`src/rtl/ws2812_defines.svh`:
```
`ifndef WS2812_DEFINES_SVH
`define WS2812_DEFINES_SVH

// ------------------------------------------------------------
// Counter and configuration widths
// ------------------------------------------------------------

// Pulse and idle counters, and the threshold/idle config values
`define WS_CNT_W 32

// ------------------------------------------------------------
// Reset defaults
// ------------------------------------------------------------

`define WS_THRESHOLD_DEFAULT 38     // High time above this decodes as a 1
`define WS_IDLE_DEFAULT 3840        // Low cycles before the line counts as idle
`define WS_DIN_SEL_DEFAULT 1        // ui_in bit watched after reset

// Bits kept per frame, G then R then B
`define WS_FRAME_BITS 24

`endif

```
`src/rtl/ws2812_bus_pkg.sv`:
```
package ws2812_bus_pkg;

    // Register map of the peripheral, one byte per address
    typedef enum logic [3:0] {
        ADDR_RED     = 4'd0,    // Read only
        ADDR_GREEN   = 4'd1,
        ADDR_BLUE    = 4'd2,
        ADDR_CLEAR   = 4'd3,    // Write clears ready
        ADDR_STATUS  = 4'd4,    // FF when a frame is held
        ADDR_COMMIT  = 4'd5,    // Write copies shadow config to active
        ADDR_IDLE_B0 = 4'd6,    // Idle time, LSB first
        ADDR_IDLE_B1 = 4'd7,
        ADDR_IDLE_B2 = 4'd8,
        ADDR_IDLE_B3 = 4'd9,
        ADDR_THR_B0  = 4'd10,   // Bit threshold, LSB first
        ADDR_THR_B1  = 4'd11,
        ADDR_THR_B2  = 4'd12,
        ADDR_THR_B3  = 4'd13,
        ADDR_DIN_SEL = 4'd14    // Input pin select, bits 2:0
    } reg_addr_e;

endpackage

```
`src/rtl/ws2812_line_pkg.sv`:
```
package ws2812_line_pkg;

    // Decoder view of the line level
    typedef enum logic {
        LINE_LOW  = 1'b0,
        LINE_HIGH = 1'b1
    } dec_state_e;

    // Forwarder mode
    typedef enum logic {
        FWD_BLOCK = 1'b0,   // Own bits, keep output low
        FWD_PASS  = 1'b1    // Pass raw line to next LED
    } fwd_state_e;

endpackage

```
`src/rtl/ws2812_line_decoder.sv`:
```
`timescale 1ns/10ps
`include "ws2812_defines.svh"

module ws2812_line_decoder
    import ws2812_line_pkg::*;
(
    input  logic                 clk,
    input  logic                 reset,
    input  logic                 din,               // Selected input pin
    input  logic [`WS_CNT_W-1:0] threshold_cycles,  // High time limit for a 0
    input  logic [`WS_CNT_W-1:0] idle_ticks,        // Low time that means idle
    output logic                 bit_valid,         // One-cycle strobe per bit
    output logic                 bit_value,
    output logic                 idle               // Level, line reset seen
);

    dec_state_e           state;        // Registered copy of the line level
    logic [`WS_CNT_W-1:0] high_cnt;     // Cycles sampled high in this pulse
    logic [`WS_CNT_W-1:0] idle_cnt;     // Cycles sampled low
    logic [`WS_CNT_W-1:0] idle_cnt_nxt;

    // ------------------------------------------------------------
    // High pulse measurement
    // ------------------------------------------------------------
    always_ff @(posedge clk) begin
        if (reset) begin
            state     <= LINE_LOW;
            bit_valid <= 1'b0;
        end else begin
            bit_valid <= 1'b0;              // Strobe by default
            case (state)
                LINE_LOW: begin
                    if (din) begin
                        state    <= LINE_HIGH;
                        high_cnt <= `WS_CNT_W'(1);  // First high sample
                    end
                end
                LINE_HIGH: begin
                    if (din) begin
                        if (high_cnt != '1)         // Saturate on a stuck line
                            high_cnt <= high_cnt + 1'b1;
                    end else begin
                        // Falling edge, judge the pulse
                        state     <= LINE_LOW;
                        bit_valid <= 1'b1;
                        bit_value <= (high_cnt > threshold_cycles);
                    end
                end
                default: state <= LINE_LOW;
            endcase
        end
    end

    // ------------------------------------------------------------
    // Idle detection
    // ------------------------------------------------------------
    assign idle_cnt_nxt = (idle_cnt == '1) ? idle_cnt : idle_cnt + 1'b1;

    always_ff @(posedge clk) begin
        if (reset) begin
            idle_cnt <= '0;
            idle     <= 1'b0;
        end else if (din) begin
            idle_cnt <= '0;                 // Any high sample ends idle
            idle     <= 1'b0;
        end else begin
            idle_cnt <= idle_cnt_nxt;
            idle     <= (idle_cnt_nxt >= idle_ticks);
        end
    end

    // A bit needs a new high pulse, so strobes never run back to back
    assert property (@(posedge clk) disable iff (reset) bit_valid |=> !bit_valid)
        else $error("bit_valid high in two consecutive cycles");

endmodule

```
`src/rtl/ws2812_frame_capture.sv`:
```
`timescale 1ns/10ps
`include "ws2812_defines.svh"

module ws2812_frame_capture (
    input  logic       clk,
    input  logic       reset,
    input  logic       bit_valid,
    input  logic       bit_value,
    input  logic       idle,
    output logic [7:0] red,
    output logic [7:0] green,
    output logic [7:0] blue,
    output logic       frame_done      // With the bit_valid of the last bit
);

    localparam int FRAME_BYTES = `WS_FRAME_BITS / 8;

    logic [7:0] shift_q;               // Byte in progress, MSB first
    logic [2:0] bit_cnt;               // Bits in shift_q
    logic [1:0] byte_idx;              // 0 G, 1 R, 2 B, 3 frame full
    logic [7:0] byte_next;
    logic       take_bit;
    logic       byte_done;

    assign byte_next  = {shift_q[6:0], bit_value};
    assign take_bit   = bit_valid && !idle && (byte_idx != 2'(FRAME_BYTES));
    assign byte_done  = take_bit && (bit_cnt == 3'd7);
    assign frame_done = byte_done && (byte_idx == 2'(FRAME_BYTES - 1));

    // ------------------------------------------------------------
    // Bit to byte assembly
    // ------------------------------------------------------------
    always_ff @(posedge clk) begin
        if (reset || idle) begin
            bit_cnt  <= 3'd0;           // Line reset starts a new frame
            byte_idx <= 2'd0;
        end else if (take_bit) begin
            bit_cnt <= bit_cnt + 1'b1;  // Wraps after 8
            if (byte_done)
                byte_idx <= byte_idx + 1'b1;
        end
    end

    always_ff @(posedge clk) begin
        if (take_bit)
            shift_q <= byte_next;
    end

    // ------------------------------------------------------------
    // Colour capture, WS2812 order G R B
    // ------------------------------------------------------------
    always_ff @(posedge clk) begin
        if (reset) begin
            red   <= 8'h00;
            green <= 8'h00;
            blue  <= 8'h00;
        end else if (byte_done) begin
            case (byte_idx)
                2'd0:    green <= byte_next;
                2'd1:    red   <= byte_next;
                2'd2:    blue  <= byte_next;
                default: ;                  // Frame already full
            endcase
        end
    end

    // Frame completion is tied to the strobe of the final bit
    assert property (@(posedge clk) disable iff (reset) frame_done |-> bit_valid)
        else $error("frame_done without bit_valid");

endmodule

```
`src/rtl/ws2812_forwarder.sv`:
```
`timescale 1ns/10ps

module ws2812_forwarder
    import ws2812_line_pkg::*;
(
    input  logic clk,
    input  logic reset,
    input  logic din,          // Raw selected pin
    input  logic frame_done,   // Own 24 bits taken
    input  logic idle,
    output logic dout          // Line to the next device
);

    fwd_state_e state;
    fwd_state_e state_nxt;

    // ------------------------------------------------------------
    // Mode control
    // ------------------------------------------------------------
    always_comb begin
        state_nxt = state;
        case (state)
            FWD_BLOCK: if (frame_done) state_nxt = FWD_PASS;
            FWD_PASS:  if (idle)       state_nxt = FWD_BLOCK;   // End of the chain frame
            default:   state_nxt = FWD_BLOCK;
        endcase
    end

    always_ff @(posedge clk) begin
        if (reset) begin
            state <= FWD_BLOCK;
            dout  <= 1'b0;
        end else begin
            state <= state_nxt;
            // Registered raw line, forced low while blocking
            dout  <= (state_nxt == FWD_PASS) ? din : 1'b0;
        end
    end

    // Nothing may leak downstream while the receiver owns the line
    assert property (@(posedge clk) disable iff (reset) (state == FWD_BLOCK) |-> !dout)
        else $error("dout high in FWD_BLOCK");

endmodule

```
`src/rtl/ws2812_regs.sv`:
```
`timescale 1ns/10ps
`include "ws2812_defines.svh"

module ws2812_regs
    import ws2812_bus_pkg::*;
(
    input  logic                 clk,
    input  logic                 reset,
    input  logic [3:0]           address,
    input  logic                 data_write,
    input  logic [7:0]           data_in,
    output logic [7:0]           data_out,
    input  logic [7:0]           red,
    input  logic [7:0]           green,
    input  logic [7:0]           blue,
    input  logic                 frame_done,
    input  logic                 idle,
    output logic [`WS_CNT_W-1:0] threshold_cycles,  // Active values
    output logic [`WS_CNT_W-1:0] idle_ticks,
    output logic [2:0]           din_sel
);

    reg_addr_e            addr;
    logic [`WS_CNT_W-1:0] shadow_threshold;     // Written byte by byte
    logic [`WS_CNT_W-1:0] shadow_idle;
    logic                 commit_pend;          // Commit seen last cycle
    logic                 ready;                // Frame held, not yet cleared
    logic                 clear_wr;

    assign addr     = reg_addr_e'(address);
    assign clear_wr = data_write && (addr == ADDR_CLEAR);

    // ------------------------------------------------------------
    // Shadow config and delayed commit
    // ------------------------------------------------------------
    always_ff @(posedge clk) begin
        if (reset) begin
            shadow_threshold <= `WS_CNT_W'(`WS_THRESHOLD_DEFAULT);
            shadow_idle      <= `WS_CNT_W'(`WS_IDLE_DEFAULT);
            threshold_cycles <= `WS_CNT_W'(`WS_THRESHOLD_DEFAULT);
            idle_ticks       <= `WS_CNT_W'(`WS_IDLE_DEFAULT);
            commit_pend      <= 1'b0;
        end else begin
            commit_pend <= data_write && (addr == ADDR_COMMIT);
            if (commit_pend) begin
                threshold_cycles <= shadow_threshold;   // Both apply together
                idle_ticks       <= shadow_idle;
            end
            if (data_write) begin
                case (addr)
                    ADDR_IDLE_B0: shadow_idle[7:0]        <= data_in;
                    ADDR_IDLE_B1: shadow_idle[15:8]       <= data_in;
                    ADDR_IDLE_B2: shadow_idle[23:16]      <= data_in;
                    ADDR_IDLE_B3: shadow_idle[31:24]      <= data_in;
                    ADDR_THR_B0:  shadow_threshold[7:0]   <= data_in;
                    ADDR_THR_B1:  shadow_threshold[15:8]  <= data_in;
                    ADDR_THR_B2:  shadow_threshold[23:16] <= data_in;
                    ADDR_THR_B3:  shadow_threshold[31:24] <= data_in;
                    default: ;
                endcase
            end
        end
    end

    // Pin select, takes effect at the next edge
    always_ff @(posedge clk) begin
        if (reset)
            din_sel <= 3'(`WS_DIN_SEL_DEFAULT);
        else if (data_write && (addr == ADDR_DIN_SEL))
            din_sel <= data_in[2:0];
    end

    // ------------------------------------------------------------
    // Ready flag, clear wins over a new frame
    // ------------------------------------------------------------
    always_ff @(posedge clk) begin
        if (reset || idle)
            ready <= 1'b0;
        else if (clear_wr)
            ready <= 1'b0;
        else if (frame_done)
            ready <= 1'b1;
    end

    // Read mux
    always_comb begin
        case (addr)
            ADDR_RED:    data_out = red;
            ADDR_GREEN:  data_out = green;
            ADDR_BLUE:   data_out = blue;
            ADDR_STATUS: data_out = ready ? 8'hFF : 8'h00;
            default:     data_out = 8'h00;
        endcase
    end

    // Decoder settings move only on the edge after a commit write
    assert property (@(posedge clk) disable iff (reset)
        ($changed(threshold_cycles) || $changed(idle_ticks)) |-> $past(commit_pend))
        else $error("active config changed without a pending commit");

endmodule

```
`src/rtl/ws2812_peripheral.sv`:
```
`timescale 1ns/10ps
`include "ws2812_defines.svh"

module ws2812_peripheral (
    input  logic       clk,
    input  logic       reset,
    input  logic [7:0] ui_in,       // Input port, already synchronised
    output logic [7:0] uo_out,
    input  logic [3:0] address,
    input  logic       data_write,
    input  logic [7:0] data_in,
    output logic [7:0] data_out
);

    logic                 din;
    logic                 dout;
    logic                 bit_valid;
    logic                 bit_value;
    logic                 idle;
    logic                 frame_done;
    logic [7:0]           red;
    logic [7:0]           green;
    logic [7:0]           blue;
    logic [`WS_CNT_W-1:0] threshold_cycles;
    logic [`WS_CNT_W-1:0] idle_ticks;
    logic [2:0]           din_sel;

    // ------------------------------------------------------------
    // Pin select and output fan out
    // ------------------------------------------------------------
    assign din    = ui_in[din_sel];
    assign uo_out = {8{dout}};      // Any pin can carry the chain output

    ws2812_line_decoder u_decoder (
        .clk(clk), .reset(reset), .din(din),
        .threshold_cycles(threshold_cycles), .idle_ticks(idle_ticks),
        .bit_valid(bit_valid), .bit_value(bit_value), .idle(idle)
    );

    ws2812_frame_capture u_capture (
        .clk(clk), .reset(reset),
        .bit_valid(bit_valid), .bit_value(bit_value), .idle(idle),
        .red(red), .green(green), .blue(blue), .frame_done(frame_done)
    );

    ws2812_forwarder u_forwarder (
        .clk(clk), .reset(reset), .din(din),
        .frame_done(frame_done), .idle(idle), .dout(dout)
    );

    ws2812_regs u_regs (
        .clk(clk), .reset(reset),
        .address(address), .data_write(data_write),
        .data_in(data_in), .data_out(data_out),
        .red(red), .green(green), .blue(blue),
        .frame_done(frame_done), .idle(idle),
        .threshold_cycles(threshold_cycles), .idle_ticks(idle_ticks),
        .din_sel(din_sel)
    );

endmodule

```
`config.mk`:
```
export PLATFORM = sky130hd
export DESIGN_NAME = ws2812_peripheral
export DESIGN_NICKNAME = d
export VERILOG_FILES = /design/src/rtl/ws2812_bus_pkg.sv /design/src/rtl/ws2812_line_pkg.sv /design/src/rtl/ws2812_line_decoder.sv /design/src/rtl/ws2812_frame_capture.sv /design/src/rtl/ws2812_forwarder.sv /design/src/rtl/ws2812_regs.sv /design/src/rtl/ws2812_peripheral.sv
export VERILOG_INCLUDE_DIRS = /design/src /design/src/rtl
export SDC_FILE = /design/constraint.sdc
export NUM_CORES = 1
export LEC_CHECK = 0
export ABC_CLOCK_PERIOD_IN_PS = 3100
export BUFFER_PORTS_ARGS = -buffer_cell sky130_fd_sc_hd__buf_2
export CORE_AREA = 10 10 207 209
export CTS_CLUSTER_DIAMETER = 30
export DETAILED_ROUTE_END_ITERATION = 10
export DIE_AREA = 0 0 217 219
export PLACE_DENSITY = 0.53
export SKIP_CTS_REPAIR_TIMING = 1
export SLEW_MARGIN = 10
export SYNTH_ARGS = -nofsm -noshare
export SYNTH_HDL_FRONTEND = slang
export SYNTH_SLANG_ARGS = --single-unit
```
`constraint.sdc`:
```
create_clock -name clk -period 3.1 [get_ports clk]
set_input_delay 0.465 -clock clk [delete_from_list [all_inputs] [get_ports clk]]
set_output_delay 0.465 -clock clk [all_outputs]
set_load 0.01 [all_outputs]
```
Yosys cells after proc, flatten, opt, wreduce, memory -nomap -nowiden
Index checks and enable logic that the tools add are counted.
{"block": "op_classes", "magnitude_cmp": 3, "add_sub_neg": 4, "n_mul": 0, "bitwise": 5, "reduce_logical": 29, "n_eq_ne": 23, "div": 0, "muxes": 14, "shift": 0}
{"cell": "$mux 32", "n": 4}
{"cell": "$add 32x1->32 const B", "n": 2}
{"cell": "$pmux 32 s2", "n": 1}
{"cell": "$eq 32x32->1 const B", "n": 1}
{"cell": "$ge 32x32->1", "n": 1}
{"cell": "$gt 32x32->1", "n": 1}
{"cell": "$ne 32x32->1 const B", "n": 1}
{"cell": "$pmux 8 s4", "n": 1}
{"cell": "$eq 4x4->1 const B", "n": 7}
{"cell": "$reduce_and 2->1", "n": 12}
{"cell": "$eq 4x3->1 const B", "n": 4}
{"cell": "$eq 4x2->1 const B", "n": 2}
{"cell": "$mux 8", "n": 1}
{"cell": "$reduce_or 2->1", "n": 4}
{"cell": "$logic_and 1x1->1", "n": 7}
{"cell": "$mux 1", "n": 5}
{"cell": "$not 1->1", "n": 5}
{"cell": "$eq 4x1->1 const B", "n": 1}
{"cell": "$logic_not 4->1", "n": 1}
{"cell": "$lt 3x4->1 const B", "n": 1}
{"cell": "$ne 2x1->1 const B", "n": 2}
{"cell": "$ne 2x2->1 const B", "n": 2}
{"cell": "$reduce_and 4->1", "n": 1}
{"cell": "$add 3x1->3 const B", "n": 1}
{"cell": "other kinds (10)", "n": 10}
{"block": "totals", "register_bits": 239, "mem_bits_ro": 0, "ramBits": 0, "word_cells": 105, "inputBits": 23, "memories": 0, "latch_bits": 0}

Depth between registers and ports, before layout
Gate-level depths: netlist (run 1).
{"block": "logic_depth", "ltp_word": 9, "mapped_depth": 13}

Modules after synthesis
Synthesis (run 1) repeated with hierarchy kept, for this count alone.
{"block": "unflattened", "cells_unflattened": 1246, "hier_area_um2": 12343.1}
{"module": "ws2812_line_decoder", "cells_each": 609, "area_per_inst_um2": 5432.7, "seq_area_each_um2": 1691.6, "n_inst": 1}
{"module": "ws2812_regs", "cells_each": 496, "area_per_inst_um2": 5233.8, "seq_area_each_um2": 2662.6, "n_inst": 1}
{"module": "ws2812_frame_capture", "cells_each": 123, "area_per_inst_um2": 1476.4, "seq_area_each_um2": 790.8, "n_inst": 1}
{"module": "ws2812_peripheral", "cells_each": 11, "area_per_inst_um2": 123.9, "seq_area_each_um2": 0.0, "n_inst": 1}
{"module": "ws2812_forwarder", "cells_each": 7, "area_per_inst_um2": 76.3, "seq_area_each_um2": 40.0, "n_inst": 1}

Least setup slack after synthesis (run 1)
Ideal clock, no wire load.
{"block": "synth_timing", "path_type": "register to register", "start": "reg u_decoder.idle_cnt[15]", "end": "reg u_decoder.idle", "path_stages_with_launch": 12, "path_buffers": 1, "setup_slack_ns": 0.175, "synth_period_minus_slack_ns": 2.925, "t_arrival_ns": 2.797, "setup_time_ns": 0.128, "path_cell_list": "dfxtp_1 > nand4_1 > or4_1 > buf_2 > or3_4 > xnor2_1 > ha_1 > nand2b_1 > a2111o_1 > o211ai_1 > and4b_1 > o22ai_1"}
{"block": "synth_between", "elab_chain_len": 3}
{"element": "from (decl)", "line_no": "ws2812_line_decoder.sv:19", "rtl": "logic [`WS_CNT_W-1:0] idle_cnt;"}
{"element": "from (signal assigned)", "line_no": "ws2812_line_decoder.sv:67", "rtl": "idle_cnt <= idle_cnt_nxt;"}
{"element": "$add 32x1->32 / $eq 32x32->1 (equally long branches)", "line_no": "ws2812_line_decoder.sv:57", "rtl": "assign idle_cnt_nxt = (idle_cnt == '1) ? idle_cnt : idle_cnt + 1'b1;"}
{"element": "$mux 32 *", "line_no": "ws2812_line_decoder.sv:57"}
{"element": "$ge 32x32->1 *", "line_no": "ws2812_line_decoder.sv:68", "rtl": "idle <= (idle_cnt_nxt >= idle_ticks);"}
{"element": "to (signal assigned)", "line_no": "ws2812_line_decoder.sv:68"}
{"element": "to (decl)", "line_no": "ws2812_line_decoder.sv:14", "rtl": "output logic idle"}
Mark *: on every way between the ends. The rest lies on a longest branch, timed or not.
A chain may end at the register's enable or synchronous reset.

Final worst setup path (run 1)
Same ends and word-level chain as after synthesis.

==> reports/metrics.cfg, run 1 <==
[setup_path]
reg2reg_to=u_decoder.idle$_SDFF_PP0_
cp_slowest_stage_delay_ps=610
crit_fanout=6
critPathSlowestCell=or4_4
cp.required_ps=3530
timing_worst_setup_path_type=flip-flop to flip-flop
r2r-start=u_decoder.idle_cnt[15]$_SDFF_PP0_
endpoint_kind=flip-flop
r2r_cells=10
critPathLaunchType=flip-flop
path_cells=nand4_1, or4_4, or3_4, xnor2_2, ha_1, nand2b_1, a2111o_1, o211ai_1, and4b_1, o22ai_1
r2r_setup_slack_ps=90
cp.arrival_ps=3450

[global_routing]
top_usage_layer=met2
track_usage_pct=11.7
met1_usage_pct=14.8
met2_usage_pct=19.3
grt_pass1_vias=8787
gr-total-overflow=0
grt_max_degree=148
grt_pass1_wl_um=45800
grtUsageMet3_pct=2.56
antenna_found_initial=0

[yosys]
synth_common_cells=dfxtp_1, nor2_1, mux2i_1
synthFlopType=dfxtp_1
synth_top_area_share_pct=34.6
synth_area_leader_cell=dfxtp_1
postSynth.asyncResetShare_pct=0
ys_types=53
mappedNetlistArea_mm2=0.0115
post_synth.cell_area_avg_um2=9.39
ys_seq_elements=239
synth_area_leaders=dfxtp_1, mux2i_1, edfxtp_1
synthMostInstantiatedCell=dfxtp_1
synth_nets=1320
synth_edf_count=40
synth.yosys.seq_area_share_pct=45.1
syn_inst=1225
ys.warnings.count=0

[layout]
nNetsFinal=1407
drive_gt1_share_pct=17.0
area_growth_pct=27.7
num_antenna_cells=0
num-fill-cells=3852
fin_cells=1880

[pwr]
p_per_area_mw_per_mm2=660
p_leak_nw=5.58
ir_drop_uv=432
p_total_mw=9.69

[routing]
wl_um=28300
drtAntennaViolNets=0
avgViaCountPerCell=4.65
drtIter0Drc=440
drcViolationCount=0
drtPass1Iterations=7
vias=8748
wl_per_cell_um=15.1

[floorplan]
die_y_um=219
dieWidth_um=217
core-area_mm2=0.0386
num_rows=72
start_util_pct=29.8
io_pins=39
die_area_mm2=0.0475

[sta]
drv_slew=0
slew_headroom_pct=49.6
hold_viol=0
fmax_ghz=0.332
setup_violations=0
min_period_over_period_pct=97.2
timing.final.ws_setup_ps=86.6
fin_crit_ps=3010
rsz0062_at_grt=true
clock_skew_ps=12.9
tightest_slew_ps=755

[hold_path]
worst_hold_startpoint=data_write
hold_path.class=primary input to flip-flop
min_delay_path_depth=2
worstHoldEndpoint=u_regs.ready$_SDFFE_PP0P_

[clocking]
cts_tree=built
cts_buffer_depth=3
cts_buffers=58
clock_tree.root_cell=clkbuf_16
insertion_delay_ps=580
cts_sinks=239
clkTransAtPathRegs_ps=40
cts_max_level=2

[placement]
io_buffers=38
dp_hpwl_um=18800
dp_cells=1762
place_congestion=0.800
dp_slack_ps=-41.5

[status]
status=completed

[run]
maxCapViolCount=0

-- power by group --
group / internal [mW] / total (mW) / switching (mW)
logic: 0.100 / 0.279 / 0.178
registers: 3.21 / 3.25 / 0.0405
clock network: 4.25 / 6.17 / 1.92
total: 7.55 / 9.69 / 2.14
-- cells in the final DEF (no fill, tap or decap), drive strengths merged, types with 7 or more instances in the layout --
cell type	count
nand3	62
and3	8
or3	12
bufinv	7
edfxtp	40
o211ai	25
nor2	171
ha	72
a21oi	62
and4	9
nor3	9
and2	30
xor2	19
clkbuf	75
xnor2	28
dfxtp	199
buf	90
inv	81
nand2	98
nand4	28
nor4	9
o21ai	11
mux2i	137
clkinv	16
-- metal layers --
metal	part of all wire [%]	wire length (um)
met4	1.9	526
met2	47	13300
met5	0	0
met3	3.6	1020
met1	47	13500
-- worst max-delay path, delay by kind of cell, from the launching register on --
family	cells	cell delay [ps]
AND/OR/NAND/NOR	5	1530
AO/OA/AOI/OAI	3	560
adder cells (fa/ha/maj)	1	260
XOR/XNOR	1	210
flip-flops	1	320
-- logic make-up (layout without fill, tap and decap cells) --
| family | after synthesis | after routing | synth area share, % |
|---|---|---|---|
| simple gates | 458 | 458 | 18.9 |
| flops | 239 | 239 | 45.1 |
| mux | 144 | 144 | 12.8 |
| buf+inv | 137 | 274 | 4.77 |
| compound gates | 128 | 128 | 6.95 |
| fa+ha+maj | 72 | 72 | 7.83 |
| xor+xnor | 47 | 47 | 3.58 |
-- registers in the layout (all words and copies together), names as in the netlist, 2 cells and up --
signal,flops
u_decoder.high_cnt,32
u_decoder.idle_cnt,32
u_regs.threshold_cycles,32
u_capture.shift_q,7
u_regs.din_sel,3
u_capture.byte_idx,2
u_capture.blue,8
u_regs.shadow_idle,32
u_regs.shadow_threshold,32
u_regs.idle_ticks,32
u_capture.red,8
u_capture.green,8
u_capture.bit_cnt,3
-- metrics by stage --
| step | utilization (%) | TNS (ps) | hold WS, ps | cell area (um^2) |
|---|---|---|---|---|
| after global placement | 32.3 | -2.63 | 442 | 12400 |
| after global routing | 38.1 | -60.9 | 133 | 14700 |
| after floorplan | - | 0 | 436 | 11500 |
| after CTS | 37.5 | -109 | 108 | 14500 |
| final | 38.1 | 0 | 134 | 14700 |
| after detailed placement | 32.3 | -41.5 | 447 | 12400 |
-- area by class of cell --
class	instances	area [um^2]	area share [%]
multi-input combinational	849	5890	40.1
sequential	239	5200	35.4
clock buffer	74	1610	10.9
tap	518	648	4.41
timing repair buffer	91	644	4.39
clock inverter	36	419	2.85
inverter	73	274	1.87
-- how the worst max path moves through the flow --
stage | startpoint | endpoint | slack [ps] | cells after the start
3_3_place_gp | u_decoder.idle_cnt[1]$_SDFF_PP0_ | u_decoder.idle$_SDFF_PP0_ | -3 | 11
2_1_floorplan | u_decoder.idle_cnt[15]$_SDFF_PP0_ | u_decoder.idle$_SDFF_PP0_ | 170 | 11
6_report | u_decoder.idle_cnt[15]$_SDFF_PP0_ | u_decoder.idle$_SDFF_PP0_ | 90 | 10
5_1_grt | u_decoder.idle_cnt[27]$_SDFF_PP0_ | u_decoder.idle$_SDFF_PP0_ | -60 | 10
4_1_cts | u_decoder.idle_cnt[1]$_SDFF_PP0_ | u_decoder.idle$_SDFF_PP0_ | -110 | 11
3_5_place_dp | u_decoder.idle_cnt[1]$_SDFF_PP0_ | u_decoder.idle$_SDFF_PP0_ | -40 | 11
Power figures use the tool's default switching activity.
==> run 2: changes to the inputs <==
--- a/config.mk
+++ b/config.mk
@@ -6,13 +6,13 @@
 export SDC_FILE = /design/constraint.sdc
 export NUM_CORES = 1
 export LEC_CHECK = 0
-export ABC_CLOCK_PERIOD_IN_PS = 3100
+export ABC_CLOCK_PERIOD_IN_PS = 3200
 export BUFFER_PORTS_ARGS = -buffer_cell sky130_fd_sc_hd__buf_2
 export CORE_AREA = 10 10 207 209
 export CTS_CLUSTER_DIAMETER = 30
 export DETAILED_ROUTE_END_ITERATION = 10
 export DIE_AREA = 0 0 217 219
-export PLACE_DENSITY = 0.53
+export PLACE_DENSITY = 0.51
 export SKIP_CTS_REPAIR_TIMING = 1
 export SLEW_MARGIN = 10
 export SYNTH_ARGS = -nofsm -noshare
==> constraint.sdc (replaced) <==
create_clock -name clk -period 3.2 [get_ports clk]
set_input_delay 0.48 -clock clk [delete_from_list [all_inputs] [get_ports clk]]
set_output_delay 0.48 -clock clk [all_outputs]
set_load 0.01 [all_outputs]
==> run 2 against run 1 <==
First-iteration DRC count shrank 14%. Largest cell class unchanged. Via count shrank 0.30%. Sequential cell count is the same. Register-to-register slack better by 30 ps. Clock skew rose by 17 ps.
==> reports/metrics.cfg, run 2 (synthesized netlist as in run 1, its figures left out) <==
[global_routing]
grtUsageMet3_pct=2.39
gr-total-overflow=0
grt_pass1_wl_um=45100
grt_max_degree=132
track_usage_pct=11.5
met2_usage_pct=19.5
met1_usage_pct=14.3
antenna_found_initial=0
grt_pass1_vias=8587
top_usage_layer=met2

[clocking]
clock_tree.root_cell=clkbuf_16
insertion_delay_ps=580
cts_max_level=2
cts_buffers=59
cts_buffer_depth=3
cts_sinks=239
clkTransAtPathRegs_ps=40
cts_tree=built

[layout]
regArea_mm2=0.00519
final_cell_mix=dfxtp_1, nor2_1, mux2i_1, nand2_1, inv_1
num-fill-cells=3901
multi_input_area_mm2=0.00583
design_area_mm2=0.0145
mostFrequentLayoutCell=dfxtp_1
nNetsFinal=1396
num_antenna_cells=0
area_growth_pct=26.2
utilization_pct=37.6
drive_gt1_share_pct=15.6

[floorplan]
io_pins=39
die_area_mm2=0.0475
num_rows=72
die_y_um=219
dieWidth_um=217
start_util_pct=29.8
core-area_mm2=0.0386

[setup_path]
critPathSlowestCell=or4_1
startpoint=u_decoder.idle_cnt[1]$_SDFF_PP0_
critPathMostFrequentCell=ha_1
path_cells=ha_1, nand2_1, or4_1, or3_4, xnor2_1, ha_1, nand2b_1, a2111o_1, o211ai_1, and4b_1, o22ai_1
crit_fanout=3
cp.required_ps=3650
cp.arrival_ps=3530
r2r-start=u_decoder.idle_cnt[1]$_SDFF_PP0_
endpoint_kind=flip-flop
path_delay_family=simple AND/OR/NAND/NOR gates
critPathLaunchType=flip-flop
cp_slowest_stage_delay_ps=540
worst-path-buf-inv=0
timing_worst_setup_path_type=flip-flop to flip-flop

[sta]
setup_violations=0
drv_slew=0
tightest_slew_ps=1180
slew_headroom_pct=21.3
fmax_ghz=0.324
fin_tns_setup_ps=0
holdWs_ps=165
hold_viol=0
clock_skew_ps=30.3
min_period_over_period_pct=96.4
fin_crit_ps=3080

[pwr]
ir_drop_uv=368
p_per_area_mw_per_mm2=648
p_total_mw=9.41
p_leak_nw=5.48

[routing]
drtAntennaViolNets=0
wl_um=27800
avgViaCountPerCell=4.67
drtPass1Iterations=4
drtIter0Drc=379
vias=8722
wl_per_cell_um=14.9
drcViolationCount=0

[placement]
dp_hpwl_um=18600
postPlaceCellArea_mm2=0.0124
io_buffers=38
place_congestion=0.785

[status]
status=completed

[hold_path]
hold_path.class=primary input to flip-flop
worst_hold_startpoint=data_write

[run]
maxCapViolCount=0

==> run 2: routing by layer <==
metal | vias up | share of wire (%) | wire (um)
met5 | - | 0 | 0
met4 | 0 | 2.3 | 652
met1 | 4110 | 47 | 13000
met2 | 117 | 47 | 13200
met3 | 52 | 3.5 | 977
li1 | 4443 | - | -
==> run 2: per-stage QoR <==
| stage | cells | worst slack, ps |
|---|---|---|
| 3_3_place_gp | 1756 | 79.7 |
| 6_report | 1868 | 117 |
| 2_1_floorplan | 1225 | 275 |
| 3_5_place_dp | 1756 | 66.0 |
| 5_1_grt | 1868 | -47.1 |
| 4_1_cts | 1866 | 49.6 |
==> run 2: report_power, final <==
group | switching, mW | internal, mW
sequential | 0.0423 | 3.11
clock | 1.87 | 4.13
combinational | 0.163 | 0.0939
==> run 2: path summary, 6_finish.rpt <==
kind	endpoint	slack, ps	cells after the start
hold reg to reg	u_capture.blue[5]$_SDFFE_PP0P_	450	2
setup / recovery	u_decoder.idle$_SDFF_PP0_	120	11
hold / removal	u_regs.ready$_SDFFE_PP0P_	160	2
setup reg to reg	u_decoder.idle$_SDFF_PP0_	120	11
==> run 2: final cells by class <==
class / instances / share of cell area, %
multi-input cells: 849 / 40.2
flip-flops and latches: 239 / 35.8
clock buffers: 74 / 11.4
well taps: 518 / 4.47
repair buffers: 79 / 3.56
clock inverters: 36 / 2.70
inverters: 73 / 1.89
==> run 2: worst reg2reg max path, cell delays in order, from the launching register on <==
cell and delay, ps:
dfxtp_1 340, ha_1 190, nand2_1 110, or4_1 540, or3_4 380, xnor2_1 240
ha_1 270, nand2b_1 140, a2111o_1 400, o211ai_1 90, and4b_1 210, o22ai_1 60
==> run 3: changes to the inputs <==
--- a/config.mk
+++ b/config.mk
@@ -6,12 +6,13 @@
 export SDC_FILE = /design/constraint.sdc
 export NUM_CORES = 1
 export LEC_CHECK = 0
+export ABC_AREA = 1
 export ABC_CLOCK_PERIOD_IN_PS = 3200
 export BUFFER_PORTS_ARGS = -buffer_cell sky130_fd_sc_hd__buf_2
-export CORE_AREA = 10 10 207 209
+export CORE_AREA = 10 10 210 212
 export CTS_CLUSTER_DIAMETER = 30
 export DETAILED_ROUTE_END_ITERATION = 10
-export DIE_AREA = 0 0 217 219
+export DIE_AREA = 0 0 220 222
 export PLACE_DENSITY = 0.51
 export SKIP_CTS_REPAIR_TIMING = 1
 export SLEW_MARGIN = 10
==> run 3 against run 2 <==
Critical path depth up 4. Clock power up 3%. Largest power group unchanged. Critical path type unchanged. Via count up 15%.
==> reports/metrics.cfg, run 3 <==
[hold_path]
worst_hold_startpoint=data_write
hold_path.class=primary input to flip-flop

[yosys]
synth_edf_count=40
synth_common_cells=nand2_1, nor2_1, dfxtp_1
synthMostInstantiatedCell=nand2_1
synth_area_leaders=dfxtp_1, edfxtp_1, nand2_1
post_synth.cell_area_avg_um2=7.54
syn_inst=1568
synth.yosys.seq_area_share_pct=43.9
ys.warnings.count=0
synth_nets=1663
ys_seq_elements=239
synthFlopType=dfxtp_1
synth_top_area_share_pct=33.7
postSynth.asyncResetShare_pct=0
mappedNetlistArea_mm2=0.0118
synth_area_leader_cell=dfxtp_1
ys_types=44

[pwr]
p_leak_nw=6.01
p_per_area_mw_per_mm2=667
ir_drop_uv=424

[sta]
min_period_over_period_pct=87.8
slew_headroom_pct=46.1
hold_viol=0
fin_tns_setup_ps=0
rsz0062_at_grt=false
fmax_ghz=0.356
setup_violations=0
clock_skew_ps=14.9
drv_slew=0
fin_crit_ps=2810
tightest_slew_ps=807

[placement]
postPlaceCellArea_mm2=0.0124
dp_hpwl_um=21600
io_buffers=38
place_congestion=0.829

[floorplan]
die_y_um=222
io_pins=39
core-area_mm2=0.0396
die_area_mm2=0.0488
start_util_pct=29.8
dieWidth_um=220
num_rows=73

[clocking]
cts_buffers=56
cts_sinks=239
cts_max_level=2
clock_tree.root_cell=clkbuf_16
cts_buffer_depth=3
cts_tree=built
clkTransAtPathRegs_ps=50
insertion_delay_ps=560

[layout]
design_area_mm2=0.0145
mostFrequentLayoutCell=nand2_1
multi_input_area_mm2=0.00569
num_antenna_cells=0
drive_gt1_share_pct=10.9
num-fill-cells=4178
area_growth_pct=23.0
final_cell_mix=nand2_1, nor2_1, dfxtp_1, a21oi_1, inv_1
nNetsFinal=1705
utilization_pct=36.7
regArea_mm2=0.00518

[global_routing]
grtUsageMet3_pct=2.39
gr-total-overflow=0
top_usage_layer=met2
track_usage_pct=12.5
antenna_found_initial=0
grt_max_degree=62
grt_pass1_wl_um=50500
grt_pass1_vias=9760
met1_usage_pct=16.8
met2_usage_pct=19.9

[status]
status=completed

[setup_path]
timing_worst_setup_path_type=flip-flop to flip-flop
critPathLaunchType=flip-flop
r2r-start=u_decoder.idle_cnt[0]$_SDFF_PP0_
cp.required_ps=3610
crit_fanout=44
endpoint_kind=flip-flop
cp.arrival_ps=3220
startpoint=u_decoder.idle_cnt[0]$_SDFF_PP0_

[routing]
drcViolationCount=0
wl_per_cell_um=14.1
drtAntennaViolNets=0
wl_um=30700
vias=10000
drtIter0Drc=569
avgViaCountPerCell=4.60
drtPass1Iterations=5

[run]
maxCapViolCount=0

## run 3: cell count changes in the layout (fill, tap and decap cells not counted), moves of 22 or more
| cell | before | now |
|---|---|---|
| nand2_1 | 98 | 278 |
| o21ai_0 | 11 | 149 |
| mux2i_1 | 137 | 0 |
| a21oi_1 | 62 | 170 |
| inv_1 | 73 | 160 |
| nor2_1 | 171 | 242 |
| buf_4 | 40 | 10 |
| and2_1 | 29 | 0 |
| nor3_1 | 7 | 31 |
| o211ai_1 | 25 | 3 |
## run 3: cell families after synthesis
group | synth area share [%]
buffers and inverters | 8.05
AND/OR/NAND/NOR | 23.7
flip-flops | 43.9
AO/OA/AOI/OAI | 14.6
adder cells (fa/ha/maj) | 7.62
XOR/XNOR | 2.15
## run 3: through the flow
step                      setup slack [ps]  instances  power, mW  hold WS, ps
after floorplan                        211       1568       3.47          429
after global routing                   156       2183       10.0          284
after CTS                              392       2183       9.82          231
final                                  391       2183       9.70          247
after global placement                 497       2077       3.58          442
after detailed placement               401       2077       3.59          442
## run 3: final timing paths
path         cells past startpoint                                 end  slack (ps)
max reg2reg                     15           u_decoder.idle$_SDFF_PP0_         390
max                             15           u_decoder.idle$_SDFF_PP0_         390
min reg2reg                      2  u_regs.shadow_idle[9]$_SDFFE_PP1P_         460
min                              3       u_regs.commit_pend$_SDFF_PP0_         250
## run 3: report_power, final
group / leakage (nW) / switching [mW] / internal, mW
clock: 1.02 / 1.81 / 4.36
combinational: 3.01 / 0.243 / 0.107
sequential: 1.99 / 0.0492 / 3.13
## run 3: layout make-up
type,count,share of cell area [%]
Inverter,165,4.26
Timing Repair Buffer,49,1.96
Multi-Input combinational cell,1099,39.1
Tap cell,525,4.52
Clock buffer,77,11.8
Sequential cell,239,35.7
Clock inverter,29,2.70
## run 3: critical path, stage by stage (launching register included)
cell and delay, ps:
dfxtp_1 420, ha_1 300, nand3_2 160, inv_2 80, nand2_2 70, nor2_2 170, nand2_2 240, buf_12 260
nand2_1 100, ha_1 240, a21oi_1 160, nor2_1 50, nor3b_1 160, nand2_1 80, nor2_1 110, a21oi_1 70
## run 3: routing by layer
layer  share of wire (%)  vias to the layer above
li1                    -                     5261
met1                  49                     4618
met2                  46                      114
met3                 3.2                       39
met4                 1.5                        0
met5                   0                        -
